**src/source/io_consts.svh**
```systemverilog
/*
 * arcade input and audio front end constants
 * frame format, synchronizer depth, DAC width and the scan codes in use
 */
`ifndef IO_CONSTS_SVH
`define IO_CONSTS_SVH

// start bit, eight data bits, odd parity and stop bit
`define IO_PS2_FRAME_BITS   11
// system cycles of PS/2 clock high time that abandon a partial frame
`define IO_PS2_IDLE_CYCLES  2048
`define IO_SYNC_STAGES      2
`define IO_DAC_WIDTH        8

// ==================
// prefix bytes sent ahead of extended and release codes
`define IO_SC_EXT           8'hE0
`define IO_SC_BREAK         8'hF0

// arrow keys only count after an E0 prefix
`define IO_SC_UP            8'h75
`define IO_SC_DOWN          8'h72
`define IO_SC_LEFT          8'h6B
`define IO_SC_RIGHT         8'h74

// plain keys for fire, start, coins and slam
`define IO_SC_SPACE         8'h29
`define IO_SC_LALT          8'h11
`define IO_SC_1             8'h16
`define IO_SC_2             8'h1E
`define IO_SC_5             8'h2E
`define IO_SC_6             8'h36
`define IO_SC_7             8'h3D
`define IO_SC_T             8'h2C

`endif

```
**src/source/ctrl_pkg.sv**
```systemverilog
/*
 * control side types
 * joystick pads, the game core player inputs and the sound level
 */
`default_nettype none

package ctrl_pkg;

	// ==================
	// digital joystick as delivered by the host, active high
	typedef struct packed {
		logic       up;
		logic       down;
		logic       left;
		logic       right;
		logic       fire1;
		logic       fire2;
		// remaining buttons are not wired to anything in this core
		logic [1:0] spare;
	} pad_t;

	// ==================
	// player input word of the game core, every bit active low
	// bit order matches the core's playerinput port, right coin at the top
	typedef struct packed {
		logic coin_r;
		logic coin_c;
		logic coin_l;
		logic test;
		logic cocktail;
		logic slam;
		logic start2;
		logic start1;
		logic fire1;
		logic fire2;
	} player_inputs_t;

	// one direction nibble of the core joystick port, active low
	// the core takes two of these side by side
	typedef struct packed {
		logic right;
		logic left;
		logic down;
		logic up;
	} dir_t;

	// sound level from the game core
	typedef logic [3:0] audio_level_t;

endpackage

`default_nettype wire

```
**src/source/ps2_pkg.sv**
```systemverilog
/*
 * keyboard side types
 * scan code bytes and the vector of keys currently held down
 */
`default_nettype none

package ps2_pkg;

	// one byte as it comes off the PS/2 line
	typedef logic [7:0] scan_code_t;

	// ==================
	// one bit per mapped key, 1 while the key is held
	// the tracker has already consumed the E0 and F0 prefixes
	typedef struct packed {
		// arrow cluster, extended codes
		logic up;
		logic down;
		logic left;
		logic right;
		// space and left alt
		logic fire1;
		logic fire2;
		// keys 1 and 2
		logic start1;
		logic start2;
		// keys 5, 6 and 7 map to the three coin slots
		logic coin_l;
		logic coin_c;
		logic coin_r;
		// key T tilts the machine
		logic slam;
	} held_keys_t;

endpackage

`default_nettype wire

```
**src/source/arcade_io_top.sv**
```systemverilog
/*
 * arcade input and audio front end
 * PS/2 keyboard and joysticks in, core player inputs and 1-bit audio out
 */
`timescale 1ns/1ps
`default_nettype none

`include "io_consts.svh"

module arcade_io_top (
	input  logic                     clk_sys_i,
	input  logic                     arst_n_i,
	input  logic                     ps2_clk_i,
	input  logic                     ps2_data_i,
	input  ctrl_pkg::pad_t           joy0_i,
	input  ctrl_pkg::pad_t           joy1_i,
	input  logic                     upright_i,
	input  logic                     test_i,
	input  logic                     cocktail_i,
	input  ctrl_pkg::audio_level_t   audio_level_i,
	output ctrl_pkg::player_inputs_t player_o,
	output ctrl_pkg::dir_t [1:0]     joystick_o,
	output logic                     frame_err_o,
	output logic                     audio_o
);
	import ps2_pkg::*;

	scan_code_t               code;
	logic                     code_valid;
	held_keys_t               held;
	logic [`IO_DAC_WIDTH-1:0] dac_level;

	// ==================
	// keyboard path, a raw stop bit edge reaches player_o six cycles later
	ps2_frame_decoder u_decoder (
		.clk_sys_i    (clk_sys_i),
		.arst_n_i     (arst_n_i),
		.ps2_clk_i    (ps2_clk_i),
		.ps2_data_i   (ps2_data_i),
		.code_o       (code),
		.code_valid_o (code_valid),
		.frame_err_o  (frame_err_o)
	);

	key_state_tracker u_tracker (
		.clk_sys_i    (clk_sys_i),
		.arst_n_i     (arst_n_i),
		.code_i       (code),
		.code_valid_i (code_valid),
		.held_o       (held)
	);

	control_mixer u_mixer (
		.clk_sys_i  (clk_sys_i),
		.arst_n_i   (arst_n_i),
		.held_i     (held),
		.joy0_i     (joy0_i),
		.joy1_i     (joy1_i),
		.upright_i  (upright_i),
		.test_i     (test_i),
		.cocktail_i (cocktail_i),
		.player_o   (player_o),
		.joystick_o (joystick_o)
	);

	// ==================
	// repeating the 4-bit level scales 0..15 onto 0..255 in steps of 17
	assign dac_level = {2{audio_level_i}};

	audio_sigma_delta u_dac (
		.clk_sys_i (clk_sys_i),
		.arst_n_i  (arst_n_i),
		.level_i   (dac_level),
		.audio_o   (audio_o)
	);

endmodule

`default_nettype wire

```
**src/source/audio_sigma_delta.sv**
```systemverilog
/*
 * first order sigma-delta DAC
 * the accumulator carry forms a 1-bit stream whose density tracks the level
 */
`timescale 1ns/1ps
`default_nettype none

`include "io_consts.svh"

module audio_sigma_delta (
	input  logic                     clk_sys_i,
	input  logic                     arst_n_i,
	input  logic [`IO_DAC_WIDTH-1:0] level_i,
	output logic                     audio_o
);

	// top bit holds the last carry, the rest is the running remainder
	logic [`IO_DAC_WIDTH:0] acc_q;
	logic [`IO_DAC_WIDTH:0] acc_sum;

	// ==================
	// the remainder wraps every 2**width steps of the full scale level,
	// so a constant level gives exactly level ones per 256 cycles
	assign acc_sum = {1'b0, acc_q[`IO_DAC_WIDTH-1:0]} + {1'b0, level_i};

	always_ff @(posedge clk_sys_i or negedge arst_n_i) begin
		if (!arst_n_i) begin
			acc_q <= '0;
		end else begin
			acc_q <= acc_sum;
		end
	end

	// the carry is already a register bit, so the output needs no extra stage
	assign audio_o = acc_q[`IO_DAC_WIDTH];

endmodule

`default_nettype wire

```
**src/source/control_mixer.sv**
```systemverilog
/*
 * control mixer
 * merges keyboard and joysticks, rotates for upright cabinets, drives active low inputs
 */
`timescale 1ns/1ps
`default_nettype none

module control_mixer (
	input  logic                     clk_sys_i,
	input  logic                     arst_n_i,
	input  ps2_pkg::held_keys_t      held_i,
	input  ctrl_pkg::pad_t           joy0_i,
	input  ctrl_pkg::pad_t           joy1_i,
	input  logic                     upright_i,
	input  logic                     test_i,
	input  logic                     cocktail_i,
	output ctrl_pkg::player_inputs_t player_o,
	output ctrl_pkg::dir_t [1:0]     joystick_o
);
	import ctrl_pkg::*;

	logic           up_any;
	logic           down_any;
	logic           left_any;
	logic           right_any;
	logic           fire1_any;
	logic           fire2_any;
	dir_t           dir_d;
	player_inputs_t player_d;

	// ==================
	// any source pressing a control counts, all of these are active high
	assign up_any    = held_i.up    | joy0_i.up    | joy1_i.up;
	assign down_any  = held_i.down  | joy0_i.down  | joy1_i.down;
	assign left_any  = held_i.left  | joy0_i.left  | joy1_i.left;
	assign right_any = held_i.right | joy0_i.right | joy1_i.right;
	assign fire1_any = held_i.fire1 | joy0_i.fire1 | joy1_i.fire1;
	assign fire2_any = held_i.fire2 | joy0_i.fire2 | joy1_i.fire2;

	// upright cabinets mount the monitor turned, so the stick is turned with it
	always_comb begin
		dir_d.up    = ~(upright_i ? right_any : up_any);
		dir_d.down  = ~(upright_i ? left_any  : down_any);
		dir_d.left  = ~(upright_i ? up_any    : left_any);
		dir_d.right = ~(upright_i ? down_any  : right_any);
	end

	// player word in the core's order, inverted to active low
	always_comb begin
		player_d.coin_r   = ~held_i.coin_r;
		player_d.coin_c   = ~held_i.coin_c;
		player_d.coin_l   = ~held_i.coin_l;
		player_d.test     = ~test_i;
		player_d.cocktail = ~cocktail_i;
		player_d.slam     = ~held_i.slam;
		player_d.start2   = ~held_i.start2;
		player_d.start1   = ~held_i.start1;
		player_d.fire1    = ~fire1_any;
		player_d.fire2    = ~fire2_any;
	end

	// outputs come out of reset inactive, which is all ones
	always_ff @(posedge clk_sys_i or negedge arst_n_i) begin
		if (!arst_n_i) begin
			player_o   <= '1;
			joystick_o <= '1;
		end else begin
			player_o   <= player_d;
			// both player nibbles carry the same directions
			joystick_o <= {dir_d, dir_d};
		end
	end

endmodule

`default_nettype wire

```
**src/source/key_state_tracker.sv**
```systemverilog
/*
 * key state tracker
 * follows E0 and F0 prefixes and keeps one held bit per mapped key
 */
`timescale 1ns/1ps
`default_nettype none

`include "io_consts.svh"

module key_state_tracker (
	input  logic                clk_sys_i,
	input  logic                arst_n_i,
	input  ps2_pkg::scan_code_t code_i,
	input  logic                code_valid_i,
	output ps2_pkg::held_keys_t held_o
);
	import ps2_pkg::*;

	// prefix memory, the break state sits on top of the extended state
	typedef enum logic [1:0] {
		ST_IDLE,
		ST_EXT,
		ST_BREAK,
		ST_EXT_BREAK
	} state_t;

	state_t     state_q;
	held_keys_t key_mask;
	logic       is_ext;
	logic       is_make;
	logic       is_prefix;

	assign is_ext    = (state_q == ST_EXT) || (state_q == ST_EXT_BREAK);
	assign is_make   = (state_q == ST_IDLE) || (state_q == ST_EXT);
	assign is_prefix = (code_i == `IO_SC_EXT) || (code_i == `IO_SC_BREAK);

	// ==================
	// decode the final byte into a one hot key mask
	// arrows are only recognised after E0 and the plain keys only without it
	always_comb begin
		key_mask = '0;
		if (is_ext) begin
			case (code_i)
				`IO_SC_UP:    key_mask.up    = 1'b1;
				`IO_SC_DOWN:  key_mask.down  = 1'b1;
				`IO_SC_LEFT:  key_mask.left  = 1'b1;
				`IO_SC_RIGHT: key_mask.right = 1'b1;
				default:      key_mask       = '0;
			endcase
		end else begin
			case (code_i)
				`IO_SC_SPACE: key_mask.fire1  = 1'b1;
				`IO_SC_LALT:  key_mask.fire2  = 1'b1;
				`IO_SC_1:     key_mask.start1 = 1'b1;
				`IO_SC_2:     key_mask.start2 = 1'b1;
				`IO_SC_5:     key_mask.coin_l = 1'b1;
				`IO_SC_6:     key_mask.coin_c = 1'b1;
				`IO_SC_7:     key_mask.coin_r = 1'b1;
				`IO_SC_T:     key_mask.slam   = 1'b1;
				default:      key_mask        = '0;
			endcase
		end
	end

	// ==================
	// prefixes move the FSM along, any other byte ends the sequence
	// unknown codes still return to idle but leave every bit alone
	always_ff @(posedge clk_sys_i or negedge arst_n_i) begin
		if (!arst_n_i) begin
			state_q <= ST_IDLE;
			held_o  <= '0;
		end else if (code_valid_i) begin
			if (code_i == `IO_SC_EXT) begin
				state_q <= (state_q == ST_BREAK) ? ST_EXT_BREAK : ST_EXT;
			end else if (code_i == `IO_SC_BREAK) begin
				state_q <= is_ext ? ST_EXT_BREAK : ST_BREAK;
			end else begin
				state_q <= ST_IDLE;
			end
			if (!is_prefix) begin
				// make sets the bit and break clears it
				held_o <= is_make ? (held_o | key_mask) : (held_o & ~key_mask);
			end
		end
	end

endmodule

`default_nettype wire

```
**src/source/ps2_frame_decoder.sv**
```systemverilog
/*
 * PS/2 frame decoder
 * samples the device clocked line and emits one checked scan code per frame
 */
`timescale 1ns/1ps
`default_nettype none

`include "io_consts.svh"

module ps2_frame_decoder (
	input  logic                clk_sys_i,
	input  logic                arst_n_i,
	input  logic                ps2_clk_i,
	input  logic                ps2_data_i,
	output ps2_pkg::scan_code_t code_o,
	output logic                code_valid_o,
	output logic                frame_err_o
);
	import ps2_pkg::*;

	localparam int BIT_CNT_W  = $clog2(`IO_PS2_FRAME_BITS);
	localparam int IDLE_CNT_W = $clog2(`IO_PS2_IDLE_CYCLES);
	localparam int SHIFT_W    = `IO_PS2_FRAME_BITS - 1;

	logic [`IO_SYNC_STAGES-1:0] clk_sync_q;
	logic [`IO_SYNC_STAGES-1:0] data_sync_q;
	logic                       clk_prev_q;
	logic                       fall_q;
	logic                       data_q;
	logic [BIT_CNT_W-1:0]       bit_cnt_q;
	logic [IDLE_CNT_W-1:0]      idle_cnt_q;
	logic [SHIFT_W-1:0]         shift_q;
	logic                       last_bit;
	logic                       idle_timeout;
	logic                       frame_ok;
	scan_code_t                 frame_data;

	// ==================
	// both lines idle high, so the synchronizers come out of reset at one
	// the edge flag and the sampled data bit are registered together so they line up
	always_ff @(posedge clk_sys_i or negedge arst_n_i) begin
		if (!arst_n_i) begin
			clk_sync_q  <= '1;
			data_sync_q <= '1;
			clk_prev_q  <= 1'b1;
			fall_q      <= 1'b0;
			data_q      <= 1'b1;
		end else begin
			clk_sync_q  <= {clk_sync_q[`IO_SYNC_STAGES-2:0], ps2_clk_i};
			data_sync_q <= {data_sync_q[`IO_SYNC_STAGES-2:0], ps2_data_i};
			clk_prev_q  <= clk_sync_q[`IO_SYNC_STAGES-1];
			fall_q      <= clk_prev_q & ~clk_sync_q[`IO_SYNC_STAGES-1];
			data_q      <= data_sync_q[`IO_SYNC_STAGES-1];
		end
	end

	// ==================
	// idle watchdog counts system cycles with the PS/2 clock high
	// it saturates, and a full count abandons whatever partial frame is in flight
	always_ff @(posedge clk_sys_i or negedge arst_n_i) begin
		if (!arst_n_i) begin
			idle_cnt_q <= '0;
		end else if (!clk_sync_q[`IO_SYNC_STAGES-1]) begin
			idle_cnt_q <= '0;
		end else if (!idle_timeout) begin
			idle_cnt_q <= idle_cnt_q + 1'b1;
		end
	end

	assign idle_timeout = (idle_cnt_q == IDLE_CNT_W'(`IO_PS2_IDLE_CYCLES - 1));

	// the shift register holds start, data and parity once the stop bit arrives
	// bits enter at the top, so the start bit ends up in bit 0
	assign last_bit   = (bit_cnt_q == BIT_CNT_W'(`IO_PS2_FRAME_BITS - 1));
	assign frame_data = shift_q[8:1];
	// start must be 0, data plus parity must hold an odd count of ones, stop must be 1
	assign frame_ok   = ~shift_q[0] & (^shift_q[SHIFT_W-1:1]) & data_q;

	// frame counter and the one cycle result pulses
	always_ff @(posedge clk_sys_i or negedge arst_n_i) begin
		if (!arst_n_i) begin
			bit_cnt_q    <= '0;
			code_valid_o <= 1'b0;
			frame_err_o  <= 1'b0;
		end else begin
			code_valid_o <= 1'b0;
			frame_err_o  <= 1'b0;
			if (fall_q) begin
				if (last_bit) begin
					bit_cnt_q    <= '0;
					code_valid_o <= frame_ok;
					frame_err_o  <= ~frame_ok;
				end else begin
					bit_cnt_q <= bit_cnt_q + 1'b1;
				end
			end else if (idle_timeout) begin
				bit_cnt_q <= '0;
			end
		end
	end

	// payload registers, only meaningful alongside the valid pulse
	always_ff @(posedge clk_sys_i) begin
		if (fall_q) begin
			if (last_bit) begin
				code_o <= frame_data;
			end else begin
				shift_q <= {data_q, shift_q[SHIFT_W-1:1]};
			end
		end
	end

endmodule

`default_nettype wire

```
**config.mk**
```make
export PLATFORM = sky130hd
export DESIGN_NAME = arcade_io_top
export DESIGN_NICKNAME = d
export VERILOG_FILES = /design/src/source/ctrl_pkg.sv /design/src/source/ps2_pkg.sv /design/src/source/arcade_io_top.sv /design/src/source/audio_sigma_delta.sv /design/src/source/control_mixer.sv /design/src/source/key_state_tracker.sv /design/src/source/ps2_frame_decoder.sv
export VERILOG_INCLUDE_DIRS = /design/src /design/src/source
export SDC_FILE = /design/constraint.sdc
export NUM_CORES = 1
export LEC_CHECK = 0
export BUFFER_PORTS_ARGS = -buffer_cell sky130_fd_sc_hd__buf_2
export CAP_MARGIN = 40
export CELL_PAD_IN_SITES_DETAIL_PLACEMENT = 2
export CELL_PAD_IN_SITES_GLOBAL_PLACEMENT = 2
export CORE_UTILIZATION = 35
export DETAILED_ROUTE_END_ITERATION = 12
export HOLD_SLACK_MARGIN = 0.05
export PLACE_DENSITY = 0.78
export SLEW_MARGIN = 0
export SYNTH_ARGS = -nofsm -noshare
export SYNTH_HDL_FRONTEND = slang
export SYNTH_SLANG_ARGS = --single-unit
export TNS_END_PERCENT = 1
```
**constraint.sdc**
```tcl
create_clock -name clk_sys_i -period 2.8 [get_ports clk_sys_i]
set_clock_uncertainty 0.1 [all_clocks]
set_input_delay 0.42 -clock clk_sys_i [delete_from_list [all_inputs] [get_ports clk_sys_i]]
set_output_delay 0.42 -clock clk_sys_i [all_outputs]
set_load 0.02 [all_outputs]
```
==> impl_results.md <==
- Outcome: finished clean
- Vias: 2,181
- Post-Route Hold Slack: 0.0780 ns
- Total number of yosys warnings: 0
- Vias in the first global route: 2,413
- Sequential area share after synthesis: 0.616
- Clk buf depth: 2
- PD cells: 696 nW/µm²
- N_diodes: 0
- FF-to-FF End: u_dac.acc_q[6]
- Remaining Overflow, GRT: 0
- Top Ports: 47
- Worst-path maximum fanout: 2
- Area Growth Syn to Fin: 17.5%
- FFs w/ async S/R, synth: 0.772
- Unrepaired setup endpoints after global routing: false
- Via/cell ratio: 4.84
- Share of the synthesized area in the top cell type: 0.302
- Worst Hold Path EP: u_mixer.player_o[0]
- Synth top area cells: dfrtp_1, edfxtp_1, dfstp_2, ha_1, xnor2_1
- Post-synth top area cell: dfrtp_1
- Period utilization: 0.746
- Rows: 35
- Worst Tran Pin Value: 0.772 ns
- Worst Path Required: 2.98 ns
- H-Tree Depth: 3
- Initial antenna violation count: 0
- Min Tclk post-route: 2.09 ns
- Critical Path AT: 2.26 ns
- Largest net degree at the start of global routing: 62
- GR Layer Usage met2: 0.277
- Max incr delay on CP: 0.41 ns
- #FFs+latches synth: 79
- Post-CTS sizing: 0
- Total Wirelength: 6790 µm
- Number of buffers added on ports: 42
- CTS Root Cell: clkbuf_8
- HP Start: joy1_i[2]
- Max Slew Vio Count: 0
- Leakage power: 1.75 nW
- Post-Syn Area: 3400 µm²
- First-pass GRT wire length: 11,600 µm
- GRT busiest layer: met2
- Slowest stage cell, crit path: fa_1
- Worst r2r src: u_dac.acc_q[0]
- Most used DFF post-synth: dfrtp_1
- Worst Setup Start Kind: register
- Post-synthesis net count: 307
- Core Box Area: 9330 µm²
- Post-Syn Area per Cell: 12.7 µm²
- Setup violators final: 0
- Post-route ant nets: 0
- Setup TNS: 0 ns
- CTS tree: done
- CP Capture Type: register
- Share of layout cells above drive strength 1: 0.289
- Post-route cell area: 3990 µm²
- Wirelength per Cell: 15.1 µm
- Met1 Usage GRT: 0.169
- DIE WIDTH: 101 µm
- Max transition margin: 0.485
- Placed cell area: 3730 µm²
- TritonRoute pass-1 iters: 3
- CTS sink cnt: 79
- Initial core utilization: 0.364
- Min-Delay Path Depth: 2
- Gate Count Post-Synth: 268
- Worst reg-to-reg setup slack: 0.71 ns
- Post-synth EDFFs: 18
- Setup Buffers After CTS: 0
- Synth unique cells: 48
- Met3 GRT Util: 0.0291
- Total track usage: 0.152
- Max-cap viol count: 0
- Fmax: 0.479 GHz
- Clock Latency Late Sink: 0.35 ns
- Die Footprint: 10,100 µm²
- Worst Hold Class: in2reg
- WS Path Type: reg2reg
- CTS Buf Count: 9
- Cell Chain, Critical Path: ha_1 -> fa_1 -> a21o_1 -> a21oi_2 -> nor2b_1 -> o31ai_1 -> a21boi_1
- Clk slew on worst S/H paths: 0.08 ns
- Die H: 101 µm
- Peak supply drop: 319 µV
- # DRC: 0
- HPWL Detailed: 4890 µm
- Fin. Hold Viols: 0
- Worst reg2reg path depth: 7
- Gpl congestion: 0.727
- # hold bufs at CTS: 3
- DRT iter0 DRCs: 35
- Nets: 356
worst max-delay path: cells and delay by family (launching register included):
family                   cells  cell delay (ns)
flip-flops                   1             0.37
AND/OR/NAND/NOR              1             0.08
AO/OA/AOI/OAI                4             0.85
adder cells (fa/ha/maj)      2             0.61
Yosys cell counts (2+ instances only):
master / count
buf_4: 4
o31ai_1: 3
o21ai_0: 2
nor2_1: 14
mux2i_1: 8
xnor2_1: 15
a21boi_1: 2
o21a_1: 2
dfrtp_1: 41
nand4_1: 6
inv_1: 15
a31oi_1: 3
mux2_2: 4
clkbuf_1: 4
nor2b_1: 5
nor3_1: 8
nand2_1: 15
o21ai_1: 9
xor2_1: 5
nor3_2: 2
and3_4: 2
a21oi_1: 6
a21o_1: 3
ha_1: 11
dfstp_2: 20
nand3_1: 10
edfxtp_1: 18
and3_1: 3
and2_1: 9
area by class of cell:
cell class              instances  area (µm²)
fillers                       970        5340
flip-flops and latches         79        2090
multi-input cells             165        1200
repair buffers                 46         248
clock buffers                  14         216
well taps                     129         161
inverters                      16        60.1
clock inverters                 2        12.5
how the worst max path moves through the flow:
stage | to | cells after the start | startpoint
floorplan | u_dac.acc_q[6] | 7 | audio_level_i[0]
global placement | u_dac.acc_q[6] | 8 | audio_level_i[0]
detailed placement | u_dac.acc_q[6] | 8 | audio_level_i[0]
CTS | u_dac.acc_q[6] | 7 | u_dac.acc_q[0]
global route | u_dac.acc_q[6] | 7 | u_dac.acc_q[0]
finish | u_dac.acc_q[6] | 7 | u_dac.acc_q[0]
kinds of logic (layout without fill, tap and decap cells):
logic type               after synthesis  in the layout  share of synthesized area
adder cells (fa/ha/maj)               12             12                     0.0464
buffers and inverters                 24             78                     0.0309
XOR/XNOR                              20             20                     0.0515
AO/OA/AOI/OAI                         36             36                     0.0725
flip-flops                            79             79                      0.616
AND/OR/NAND/NOR                       85             85                      0.146
multiplexers                          12             12                     0.0368
power by group:
group          switching [W]  internal [W]
Clock               0.000419      0.000511
Combinational       0.000260      0.000229
Sequential         0.0000655       0.00130
Total               0.000744       0.00203
per-layer routing:
metal	wire length [µm]	vias up
met3	196	13
met2	3570	41
li1	-	1027
met4	158	0
met5	0	-
met1	2870	1100
per-stage QoR:
stage	instances	setup slack [ns]	power [W]	utilization
3_3_place_gp	432	0.584	0.00183	0.400
6_report	451	0.712	0.00278	0.428
2_1_floorplan	268	0.826	0.00173	-
4_1_cts	451	0.650	0.00283	0.428
5_1_grt	451	0.547	0.00294	0.428
3_5_place_dp	432	0.431	0.00188	0.400
layout by cell type, fill, tap and decap left out, types with 4 or more instances in the layout:
cell	synthesis	final
buf_2	0	42
dfrtp_1	41	41
dfstp_2	20	20
edfxtp_1	18	18
inv_1	15	15
xnor2_1	15	15
nand2_1	15	15
nor2_1	14	14
ha_1	11	11
nand3_1	10	10
clkbuf_8	0	10
o21ai_1	9	9
and2_1	9	9
nor3_1	8	8
mux2i_1	8	8
a21oi_1	6	6
nand4_1	6	6
xor2_1	5	5
nor2b_1	5	5
mux2_2	4	4
(Power assumes the default switching activity.)
